[src/hw/shooter_pkg.sv]
package shooter_pkg;

    typedef logic [9:0] coord_t;  // screen coordinate
    typedef logic [2:0] rgb_t;
    typedef logic [3:0] bcd_t;    // one decimal digit
    typedef logic [4:0] key_t;

    localparam int NUM_TARGETS = 12;
    localparam int NUM_COLS    = 6;  // targets per row

    typedef logic [NUM_TARGETS-1:0] target_mask_t;  // one alive bit per target

    typedef enum logic [1:0] {
        ST_NEWGAME,
        ST_PLAY,
        ST_OVER
    } game_state_t;

    // screen
    localparam coord_t MAX_X = 10'd640;
    localparam coord_t MAX_Y = 10'd480;

    // gun rows and size
    localparam coord_t GUN_Y_T     = 10'd420;
    localparam coord_t GUN_Y_B     = 10'd470;
    localparam coord_t GUN_X_SIZE  = 10'd60;
    localparam coord_t GUN_V       = 10'd4;
    localparam coord_t GUN_X_START = 10'd290;  // centred

    // shot
    localparam coord_t SHOT_SIZE    = 10'd6;
    localparam coord_t SHOT_V       = 10'd5;
    localparam coord_t MUZZLE_DX    = 10'd29;  // gun left edge to shot left edge
    localparam coord_t SHOT_Y_START = 10'd445;

    localparam coord_t TARGET_SIZE = 10'd30;

    // left edges by column, top edges by target index
    localparam coord_t [0:NUM_COLS-1] TARGET_X = {
        10'd40, 10'd140, 10'd240, 10'd340, 10'd440, 10'd540
    };
    localparam coord_t [0:NUM_TARGETS-1] TARGET_Y = {
        10'd40,  10'd40,  10'd40,  10'd40,  10'd40,  10'd40,
        10'd110, 10'd110, 10'd110, 10'd110, 10'd110, 10'd110
    };

    // key codes
    localparam key_t KEY_RIGHT     = 5'h11;
    localparam key_t KEY_LEFT      = 5'h13;
    localparam key_t KEY_FIRE      = 5'h15;
    localparam int   KEY_START_BIT = 4;

    localparam rgb_t COL_WHITE = 3'b111;
    localparam rgb_t COL_RED   = 3'b100;
    localparam rgb_t COL_BLACK = 3'b000;

endpackage

[src/hw/game_ctrl.sv]
`timescale 1ns/10ps

module game_ctrl import shooter_pkg::*; (
    input  logic   clk,
    input  logic   rst,
    input  coord_t x_i,
    input  coord_t y_i,
    input  key_t   key_i,
    input  logic   all_clear_i,
    output logic   frame_tick_o,
    output logic   game_stop_o,
    output logic   score_clr_o,
    output logic   game_over_o
);

    game_state_t state_q;
    game_state_t state_d;

    logic start;

    assign start = key_i[KEY_START_BIT];

    // last pixel of the frame
    assign frame_tick_o = (x_i == MAX_X - 10'd1) && (y_i == MAX_Y - 10'd1);

    always_comb begin
        state_d = state_q;
        case (state_q)
            ST_NEWGAME: begin
                if (start) begin
                    state_d = ST_PLAY;
                end
            end
            ST_PLAY: begin
                if (all_clear_i) begin
                    state_d = ST_OVER;  // every target down
                end
            end
            ST_OVER: begin
                if (start) begin
                    state_d = ST_NEWGAME;
                end
            end
            default: state_d = ST_NEWGAME;
        endcase
    end

    always_ff @(posedge clk or posedge rst) begin
        if (rst) begin
            state_q <= ST_NEWGAME;
        end else begin
            state_q <= state_d;
        end
    end

    assign game_stop_o = state_q != ST_PLAY;  // objects frozen at start values
    assign score_clr_o = state_q == ST_NEWGAME;
    assign game_over_o = state_q == ST_OVER;

endmodule

[src/hw/gun_ctrl.sv]
`timescale 1ns/10ps

module gun_ctrl import shooter_pkg::*; (
    input  logic   clk,
    input  logic   rst,
    input  logic   game_stop_i,
    input  logic   frame_tick_i,
    input  key_t   key_i,
    output coord_t gun_x_o
);

    coord_t gun_x_q;  // left edge of the gun

    logic can_right;
    logic can_left;

    // step only if the whole gun stays on screen afterwards
    assign can_right = (gun_x_q + GUN_X_SIZE + GUN_V) <= MAX_X;
    assign can_left  = gun_x_q >= GUN_V;

    always_ff @(posedge clk or posedge rst) begin
        if (rst) begin
            gun_x_q <= GUN_X_START;
        end else if (game_stop_i) begin
            gun_x_q <= GUN_X_START;  // parked in the middle
        end else if (frame_tick_i) begin
            if (key_i == KEY_RIGHT && can_right) begin
                gun_x_q <= gun_x_q + GUN_V;
            end else if (key_i == KEY_LEFT && can_left) begin
                gun_x_q <= gun_x_q - GUN_V;
            end
        end
    end

    assign gun_x_o = gun_x_q;

endmodule

[src/hw/pixel_mux.sv]
`timescale 1ns/10ps

module pixel_mux import shooter_pkg::*; (
    input  coord_t       x_i,
    input  coord_t       y_i,
    input  coord_t       gun_x_i,
    input  coord_t       shot_x_i,
    input  coord_t       shot_y_i,
    input  target_mask_t target_alive_i,
    output rgb_t         rgb_o
);

    logic shot_on;
    logic gun_on;
    logic target_on;

    assign shot_on = (x_i >= shot_x_i) && (x_i <= shot_x_i + SHOT_SIZE - 10'd1)
                  && (y_i >= shot_y_i) && (y_i <= shot_y_i + SHOT_SIZE - 10'd1);

    assign gun_on = (x_i >= gun_x_i) && (x_i <= gun_x_i + GUN_X_SIZE - 10'd1)
                 && (y_i >= GUN_Y_T) && (y_i <= GUN_Y_B);

    // any live square under the beam
    always_comb begin
        target_on = 1'b0;
        for (int i = 0; i < NUM_TARGETS; i++) begin
            if (target_alive_i[i]
                && x_i >= TARGET_X[i % NUM_COLS]
                && x_i <= TARGET_X[i % NUM_COLS] + TARGET_SIZE - 10'd1
                && y_i >= TARGET_Y[i]
                && y_i <= TARGET_Y[i] + TARGET_SIZE - 10'd1) begin
                target_on = 1'b1;
            end
        end
    end

    // shot drawn over the gun it sits in
    always_comb begin
        if (shot_on) begin
            rgb_o = COL_RED;
        end else if (gun_on) begin
            rgb_o = COL_WHITE;
        end else if (target_on) begin
            rgb_o = COL_RED;
        end else begin
            rgb_o = COL_BLACK;  // background
        end
    end

endmodule

[src/hw/score_counter.sv]
`timescale 1ns/10ps

module score_counter import shooter_pkg::*; (
    input  logic clk,
    input  logic rst,
    input  logic clr_i,
    input  logic inc_i,
    output bcd_t tens_o,
    output bcd_t ones_o
);

    bcd_t tens_q;
    bcd_t ones_q;

    always_ff @(posedge clk or posedge rst) begin
        if (rst) begin
            tens_q <= 4'd0;
            ones_q <= 4'd0;
        end else if (clr_i) begin
            tens_q <= 4'd0;
            ones_q <= 4'd0;
        end else if (inc_i) begin
            if (ones_q == 4'd9) begin
                ones_q <= 4'd0;
                // carry into tens, 99 wraps to 00
                tens_q <= (tens_q == 4'd9) ? 4'd0 : tens_q + 4'd1;
            end else begin
                ones_q <= ones_q + 4'd1;
            end
        end
    end

    assign tens_o = tens_q;
    assign ones_o = ones_q;

endmodule

[src/hw/shooter_top.sv]
`timescale 1ns/10ps

module shooter_top import shooter_pkg::*; (
    input  logic   clk,
    input  logic   rst,
    input  coord_t x_i,
    input  coord_t y_i,
    input  key_t   key_i,
    output rgb_t   rgb_o,
    output bcd_t   score_tens_o,
    output bcd_t   score_ones_o,
    output logic   game_over_o
);

    logic         frame_tick;
    logic         game_stop;
    logic         score_clr;
    coord_t       gun_x;
    coord_t       shot_x;
    coord_t       shot_y;
    target_mask_t target_alive;
    logic         hit;
    logic         all_clear;

    game_ctrl u_game_ctrl (
        .clk          (clk),
        .rst          (rst),
        .x_i          (x_i),
        .y_i          (y_i),
        .key_i        (key_i),
        .all_clear_i  (all_clear),
        .frame_tick_o (frame_tick),
        .game_stop_o  (game_stop),
        .score_clr_o  (score_clr),
        .game_over_o  (game_over_o)
    );

    gun_ctrl u_gun_ctrl (
        .clk          (clk),
        .rst          (rst),
        .game_stop_i  (game_stop),
        .frame_tick_i (frame_tick),
        .key_i        (key_i),
        .gun_x_o      (gun_x)
    );

    shot_ctrl u_shot_ctrl (
        .clk          (clk),
        .rst          (rst),
        .game_stop_i  (game_stop),
        .frame_tick_i (frame_tick),
        .key_i        (key_i),
        .gun_x_i      (gun_x),
        .shot_x_o     (shot_x),
        .shot_y_o     (shot_y)
    );

    target_field u_target_field (
        .clk            (clk),
        .rst            (rst),
        .game_stop_i    (game_stop),
        .shot_x_i       (shot_x),
        .shot_y_i       (shot_y),
        .target_alive_o (target_alive),
        .hit_o          (hit),
        .all_clear_o    (all_clear)
    );

    // one point per target
    score_counter u_score_counter (
        .clk    (clk),
        .rst    (rst),
        .clr_i  (score_clr),
        .inc_i  (hit),
        .tens_o (score_tens_o),
        .ones_o (score_ones_o)
    );

    pixel_mux u_pixel_mux (
        .x_i            (x_i),
        .y_i            (y_i),
        .gun_x_i        (gun_x),
        .shot_x_i       (shot_x),
        .shot_y_i       (shot_y),
        .target_alive_i (target_alive),
        .rgb_o          (rgb_o)
    );

endmodule

[src/hw/shot_ctrl.sv]
`timescale 1ns/10ps

module shot_ctrl import shooter_pkg::*; (
    input  logic   clk,
    input  logic   rst,
    input  logic   game_stop_i,
    input  logic   frame_tick_i,
    input  key_t   key_i,
    input  coord_t gun_x_i,
    output coord_t shot_x_o,
    output coord_t shot_y_o
);

    coord_t shot_x_q;  // left edge
    coord_t shot_y_q;  // top edge

    logic fire;
    logic at_top;

    assign fire   = key_i == KEY_FIRE;
    assign at_top = shot_y_q < SHOT_V;  // next step would leave the screen

    always_ff @(posedge clk or posedge rst) begin
        if (rst) begin
            shot_x_q <= GUN_X_START + MUZZLE_DX;
            shot_y_q <= SHOT_Y_START;
        end else if (game_stop_i) begin
            shot_x_q <= GUN_X_START + MUZZLE_DX;
            shot_y_q <= SHOT_Y_START;
        end else if (frame_tick_i) begin
            if (fire && !at_top) begin
                shot_y_q <= shot_y_q - SHOT_V;  // x stays where it was launched
            end else begin
                // reload at the muzzle of the gun
                shot_x_q <= gun_x_i + MUZZLE_DX;
                shot_y_q <= SHOT_Y_START;
            end
        end
    end

    assign shot_x_o = shot_x_q;
    assign shot_y_o = shot_y_q;

endmodule

[src/hw/target_field.sv]
`timescale 1ns/10ps

module target_field import shooter_pkg::*; (
    input  logic         clk,
    input  logic         rst,
    input  logic         game_stop_i,
    input  coord_t       shot_x_i,
    input  coord_t       shot_y_i,
    output target_mask_t target_alive_o,
    output logic         hit_o,
    output logic         all_clear_o
);

    target_mask_t alive_q;
    target_mask_t hit_vec;  // targets under the shot this cycle

    coord_t shot_x_r;
    coord_t shot_y_b;

    assign shot_x_r = shot_x_i + SHOT_SIZE - 10'd1;
    assign shot_y_b = shot_y_i + SHOT_SIZE - 10'd1;

    for (genvar i = 0; i < NUM_TARGETS; i++) begin : g_target
        localparam coord_t TX = TARGET_X[i % NUM_COLS];
        localparam coord_t TY = TARGET_Y[i];

        logic in_col;
        logic in_row;

        // shot fully inside the column
        assign in_col = (shot_x_i >= TX) && (shot_x_r <= TX + TARGET_SIZE - 10'd1);
        // any vertical overlap counts
        assign in_row = (shot_y_i <= TY + TARGET_SIZE - 10'd1) && (shot_y_b >= TY);

        assign hit_vec[i] = alive_q[i] && in_col && in_row;
    end

    always_ff @(posedge clk or posedge rst) begin
        if (rst) begin
            alive_q <= '1;
        end else if (game_stop_i) begin
            alive_q <= '1;  // full field between games
        end else begin
            alive_q <= alive_q & ~hit_vec;
        end
    end

    // at most one bit of hit_vec is set, see column spacing
    assign hit_o          = |hit_vec;
    assign all_clear_o    = ~|alive_q;
    assign target_alive_o = alive_q;

endmodule

[config.mk]
export PLATFORM = sky130hd
export DESIGN_NAME = shooter_top
export DESIGN_NICKNAME = d
export VERILOG_FILES = /design/src/hw/shooter_pkg.sv /design/src/hw/game_ctrl.sv /design/src/hw/gun_ctrl.sv /design/src/hw/pixel_mux.sv /design/src/hw/score_counter.sv /design/src/hw/shooter_top.sv /design/src/hw/shot_ctrl.sv /design/src/hw/target_field.sv
export SDC_FILE = /design/constraint.sdc
export NUM_CORES = 1
export LEC_CHECK = 0
export BUFFER_PORTS_ARGS = -buffer_cell sky130_fd_sc_hd__buf_2
export CAP_MARGIN = 20
export CORE_MARGIN = 5
export CORE_UTILIZATION = 35
export DETAILED_ROUTE_END_ITERATION = 7
export GPL_TIMING_DRIVEN = 0
export HOLD_SLACK_MARGIN = 0.03
export SLEW_MARGIN = 20
export SYNTH_ARGS = -nofsm -noshare
export SYNTH_HDL_FRONTEND = slang
export SYNTH_HIERARCHICAL = 1
export SYNTH_SLANG_ARGS = --single-unit
export TNS_END_PERCENT = 30
[constraint.sdc]
create_clock -name clk -period 3.8 [get_ports clk]
set_input_delay 0.19 -clock clk [delete_from_list [all_inputs] [get_ports clk]]
set_output_delay 0.19 -clock clk [all_outputs]
set_load 0.05 [all_outputs]
# --- Word-level counts from Yosys, hierarchy flattened ---
# Index checks and enable logic that the tools add are counted.
totals:
  ff_bits: 52
  input_bits: 27
  elab_cells: 218
classes:
  n_addsub: 13
  n_lt_le_gt_ge: 43
  eq_ne: 14
  mux: 37
  bitwise: 2
  reduce_logical: 102
op_table:
  columns: ["op", "n"]
  rows:
  - ["$mux 10", 10]
  - ["$logic_and 1x1->1", 90]
  - ["$le 10x9->1 const B", 7]
  - ["$ge 10x9->1 const B", 5]
  - ["$add 10x3->10 const B", 4]
  - ["$ge 10x6->1 const B", 4]
  - ["$ge 10x8->1 const B", 4]
  - ["$le 10x7->1 const B", 4]
  - ["$le 10x8->1 const B", 4]
  - ["$ge 10x10->1", 3]
  - ["$le 10x10->1", 3]
  - ["$le 10x10->1 const B", 3]
  - ["$sub 10x1->10 const B", 3]
  - ["$mux 4", 7]
  - ["$reduce_or 12->1", 2]
  - ["$ge 10x10->1 const B", 2]
  - ["$ge 10x7->1 const B", 2]
  - ["$sub 10x3->10 const B", 2]
  - ["$eq 5x5->1 const B", 3]
  - ["$and 12x12->12", 1]
  - ["$mux 1", 12]
  - ["$mux 12", 1]
  - ["$not 12->12", 1]
  - ["$add 10x5->10 const B", 1]
  - ["20 further kinds", 33]

# --- Longest topological paths before layout ---
depth:
  ltp_word: 20
  mapped_depth: 14

# --- Hierarchy ---
# The synthesis kept the hierarchy.
by_module_without_submodules:
  columns: ["mod", "n_inst", "cells_per_inst", "area_per_inst_um2"]
  rows:
  - ["pixel_mux", 1, 299, 2244.7]
  - ["target_field", 1, 167, 1265.0]
  - ["shot_ctrl", 1, 113, 1218.7]
  - ["gun_ctrl", 1, 89, 793.3]
  - ["score_counter", 1, 48, 503.0]
  - ["game_ctrl", 1, 18, 157.7]

# --- Worst setup path after synthesis ---
# Ideal clock, no wire load.
synth_path:
  kind: "register -> output"
  startpoint: "reg u_gun_ctrl.gun_x_q[2], in the netlist u_gun_ctrl/gun_x_o[2]"
  endpoint: "out rgb_o[1]"
  t_arrival_ns: 3.156
  t_required_ns: 3.610
  setup_slack_ns: 0.454
  stages_incl_launch_ff: 11
  path_buffers: 1
  cell_sequence: "dfrtp_1 o21ai_0 a31oi_1 a21oi_1 ha_1 and4_1 a221oi_1 o21ai_1 or4_4 nor2b_4 buf_4"
synth_via:
  elab_chain_len: 8
synth_lines:
  columns: ["item", "line", "source"]
  rows:
  - ["start, declared", "gun_ctrl.sv:12", "coord_t gun_x_q;"]
  - ["start signal, assigned", "gun_ctrl.sv:28", "gun_x_q <= gun_x_q + GUN_V;"]
  - ["start signal, assigned", "gun_ctrl.sv:30", "gun_x_q <= gun_x_q - GUN_V;"]
  - ["$add 10x6->10", "pixel_mux.sv:20", "assign gun_on = (x_i >= gun_x_i) && (x_i <= gun_x_i + GUN_X_SIZE - 10'd1)"]
  - ["$sub 10x1->10", "pixel_mux.sv:20", null]
  - ["$le 10x10->1", "pixel_mux.sv:20", null]
  - ["$logic_and 1x1->1 (*)", "pixel_mux.sv:20", null]
  - ["$logic_and 1x1->1 (*) (2 in series)", "pixel_mux.sv:21", "&& (y_i >= GUN_Y_T) && (y_i <= GUN_Y_B);"]
  - ["$mux 3 (*)", "pixel_mux.sv:41", "end else if (gun_on) begin"]
  - ["$mux 3 (*)", "pixel_mux.sv:39", "if (shot_on) begin"]
  - ["end, declared", "shooter_top.sv:9", "output rgb_t rgb_o,"]
# Mark *: on every way between the ends. The rest lies on a longest branch, timed or not.

# --- Final worst setup path ---
layout_path:
  startpoint: "reg u_gun_ctrl.gun_x_q[1], in the netlist u_gun_ctrl/gun_x_o[1]"
  endpoint: "out rgb_o[1]"
# Same word-level chain as after synthesis.

==> flow_summary.toml <==
[outcome]
status = "finished, final reports clean"

[floorplanning]
die_w_um = 143
pin_count = 39
rows = 48
start_util_pct = 35.7
coreArea_um2 = 17300
die_area_um2 = 20400
die_y_um = 143

[critical_path]
reg2reg_to = "u_score_counter/tens_o[0]"
critical_path_class = "flip-flop to output port"
end_kind = "output port"
rrSetupSlack_ns = 0.50
ff2ff_path_depth = 13
crit_family = "simple AND/OR/NAND/NOR gates"
r2r-start = "u_shot_ctrl/shot_y_o[0]"
cp_cell_sequence = "inv_1 > ha_1 > nor2_2 > nor2b_1 > or3_1 > xnor2_2 > ha_1 > nand4_1 > a31o_2 > o21ai_1 > or4_4 > nor2b_4 > buf_4 > buf_4"
start_kind = "flip-flop"
crit_arrival_ns = 3.42
crit_slowest_cell = "dfstp_2"
worstPathRequired_ns = 3.61
path_buf_inv = 3
cp_max_fo = 3
max_stage_delay_ns = 0.55

[logic_synthesis]
yosysSeqAreaShare_pct = 21.2
synth_seq_cells = 51
synth_top_area_share_pct = 16.0
syn_nets = 840
synth_area_um2 = 6180
synth_ff_type = "dfstp_2"
ys_types = 97
netlist_top_cells_area = "ha_1 16%, dfstp_2 12%, dfrtp_1 8.9%"
yosys.area.top_type = "ha_1"
ys_warn_count = 6
synthArstFlopShare_pct = 100
synth_edf_count = 0
netlist_instances = 734
synth.avg_cell_area_um2 = 8.42

[power]
power.leakage_nw = 3.05
max-vdd-ir-drop_mv = 0.174
seq_power_share_pct = 35.6
power.total_mw = 1.86
pwr-share-comb_pct = 39.2
internal-power_mw = 1.17
net-switching-power_mw = 0.688
powerDensity_nw_per_um2 = 270
clkPwrFrac_pct = 25.2
netSwitchingFraction_pct = 37.0

[sta]
max_freq_mhz = 277
slew_headroom_pct = 43.9
setup_viol = 0
slew_viol_final = 0
worst_slew_pin_slew_ns = 0.840
final-hold-violation-count = 0
finClkSkew_ns = 0.0116
min_period_ns = 3.61
period_share_pct = 95.1
grt_setup_unrepaired = "false"
fin_tns_setup_ns = 0

[global_routing]
grt_overflow_total = 0
track_usage_pct = 15.9
antenna_found_initial = 0
first_global_vias = 5279
grt_pass1_wl_mm = 26.6
grt_max_degree = 21

[worst_hold_path]
whs_endpoint = "u_game_ctrl/state_q[0]"
whs_path_depth = 3
hp-class = "primary input to flip-flop"
min_from = "key_i[4]"

[cts]
h-tree-depth = 2
clockBufferDepth = 2
cts_made_buffers = 5
cts.sinks = 51
cts_tree = "yes"
clkTransAtPathRegs_ns = 0.07
clockRootBuffer = "clkbuf_16"
insertion_delay_ns = 0.30

[routing]
routed_wl_mm = 16.1
routed_via_density = 5.57
drc = 0
final_antenna_net_count = 0
vias = 5634
drt_first_iter_violations = 450
drtPass1Iterations = 5
wl_per_cell_um = 16.0

[placement]
hpwl_mm = 12.2
dp.cells = 997
place.gp.congestion = 0.870
io_buffer_count = 38

[cells_and_area]
n_antenna_cell = 0
drive_gt1_share_pct = 17.9
fillerInstances = 1780
post-route-util_pct = 39.9
final_net_count = 891
fin_cells = 1011
area_growth_pct = 11.7

[job]
maxCapViolations = 0
## cell type report
cell class | instances | area, um2 | area share, %
buffer | 24 | 129 | 1.87
clock buffer | 7 | 143 | 2.07
clock inverter | 1 | 8.76 | 0.127
inverter | 70 | 263 | 3.81
multi-input combinational | 589 | 4520 | 65.4
sequential | 51 | 1320 | 19.2
tap | 225 | 282 | 4.08
timing repair buffer | 44 | 240 | 3.48
## cell usage after synthesis, types with 7 or more instances
library cell	number
xor2_1	10
a31oi_1	10
nand2_1	46
o21a_1	9
a211oi_1	9
inv_1	70
nor2b_1	13
mux2i_1	11
ha_1	79
nand2b_1	16
nand4_1	21
a21oi_1	26
xnor2_1	29
nor3_1	21
nand3b_1	7
dfrtp_1	22
dfstp_2	29
nor2_1	43
and2_1	8
a21o_1	19
nor4_1	13
nand3_1	19
or3_1	10
nand4b_1	10
o21ai_0	32
clkbuf_1	9
buf_2	10
## worst reg2reg max path: stages, from the launching register on
cell and delay [ns]:
dfstp_4 0.69, buf_4 0.14, ha_1 0.28, nand2_1 0.08, or3_1 0.32, a211oi_2 0.23, o21a_1 0.16, o221ai_2 0.21
o21ai_1 0.19, a211o_1 0.15, buf_4 0.17, nand4b_1 0.16, nor3b_2 0.27, mux2_2 0.19
## stage by stage
stage,setup WS (ns),instance area (um2),hold WS (ns)
floorplan,0.454,6180,-0.0688
global placement,0.0613,6650,0.100
detailed placement,0.0315,6650,0.0972
CTS,0.0178,6830,0.177
global route,0.00721,6910,0.208
finish,0.186,6910,0.189
## registers in the layout, summed over array words and instances, names as in the netlist
signal	flops
u_target_field/target_alive_o	12
u_gun_ctrl/gun_x_o	9
u_game_ctrl/state_q	2
u_score_counter/ones_o	4
u_shot_ctrl/shot_y_o	10
u_score_counter/tens_o	4
u_shot_ctrl/shot_x_o	10
## how the worst max path moves through the flow
stage,endpoint,cells after the start,from
finish,rgb_o[1],14,u_gun_ctrl/gun_x_o[1]
global route,rgb_o[1],13,u_shot_ctrl/shot_x_o[0]
CTS,rgb_o[1],13,u_shot_ctrl/shot_y_o[0]
detailed placement,rgb_o[1],11,u_gun_ctrl/gun_x_o[2]
global placement,rgb_o[1],11,u_gun_ctrl/gun_x_o[2]
floorplan,rgb_o[1],10,u_gun_ctrl/gun_x_o[2]
## metal layers
metal	vias to the layer above	global-route usage, %	share of wire, %
met5	-	0	0
met4	0	4.25	1.4
met3	17	2.58	4.3
met2	121	25.2	45
met1	2666	22.5	49
li1	2830	-	-
## repair_timing
| action | CTS | global route |
|---|---|---|
| hold buffers | 1 | 0 |
| pin swaps | 0 | 0 |
| setup endpoints to repair | 3 | 3 |
| endpoints found under the hold margin | 16 | 0 |
| buffers inserted | 1 | 4 |
| cloned | 0 | 0 |
| resized for setup | 2 | 13 |
## power by group through the flow
stage          registers (mW)  clock network, mW  logic [mW]
4_1_cts                 0.664              0.496       0.685
5_1_grt                 0.672              0.516       0.819
3_5_place_dp            0.674                  0       0.679
6_report                0.663              0.470       0.729
2_1_floorplan           0.643                  0       0.527
3_3_place_gp            0.674                  0       0.678
## cell families after synthesis
logic type	Yosys count	share of synthesized area, %
buffers and inverters	94	6.33
other	1	0.0607
flip-flops	51	21.2
AO/OA/AOI/OAI	178	21.2
multiplexers	19	3.48
AND/OR/NAND/NOR	273	26.2
adder cells (fa/ha/maj)	79	16.0
XOR/XNOR	39	5.53
## layout by cell type, fill, tap and decap left out, types with 13 or more instances in the layout
| cell | synthesis | routed |
|---|---|---|
| o21ai_0 | 32 | 30 |
| inv_1 | 70 | 70 |
| a21o_1 | 19 | 19 |
| nor2_1 | 43 | 42 |
| dfrtp_1 | 22 | 19 |
| buf_2 | 10 | 47 |
| nor3_1 | 21 | 21 |
| a21oi_1 | 26 | 26 |
| nand2_1 | 46 | 46 |
| nor2b_1 | 13 | 13 |
| nand2b_1 | 16 | 16 |
| nand3_1 | 19 | 19 |
| nand4_1 | 21 | 21 |
| dfstp_2 | 29 | 28 |
| xnor2_1 | 29 | 28 |
| ha_1 | 79 | 79 |
No activity file was read; power rests on OpenSTA's default activity.
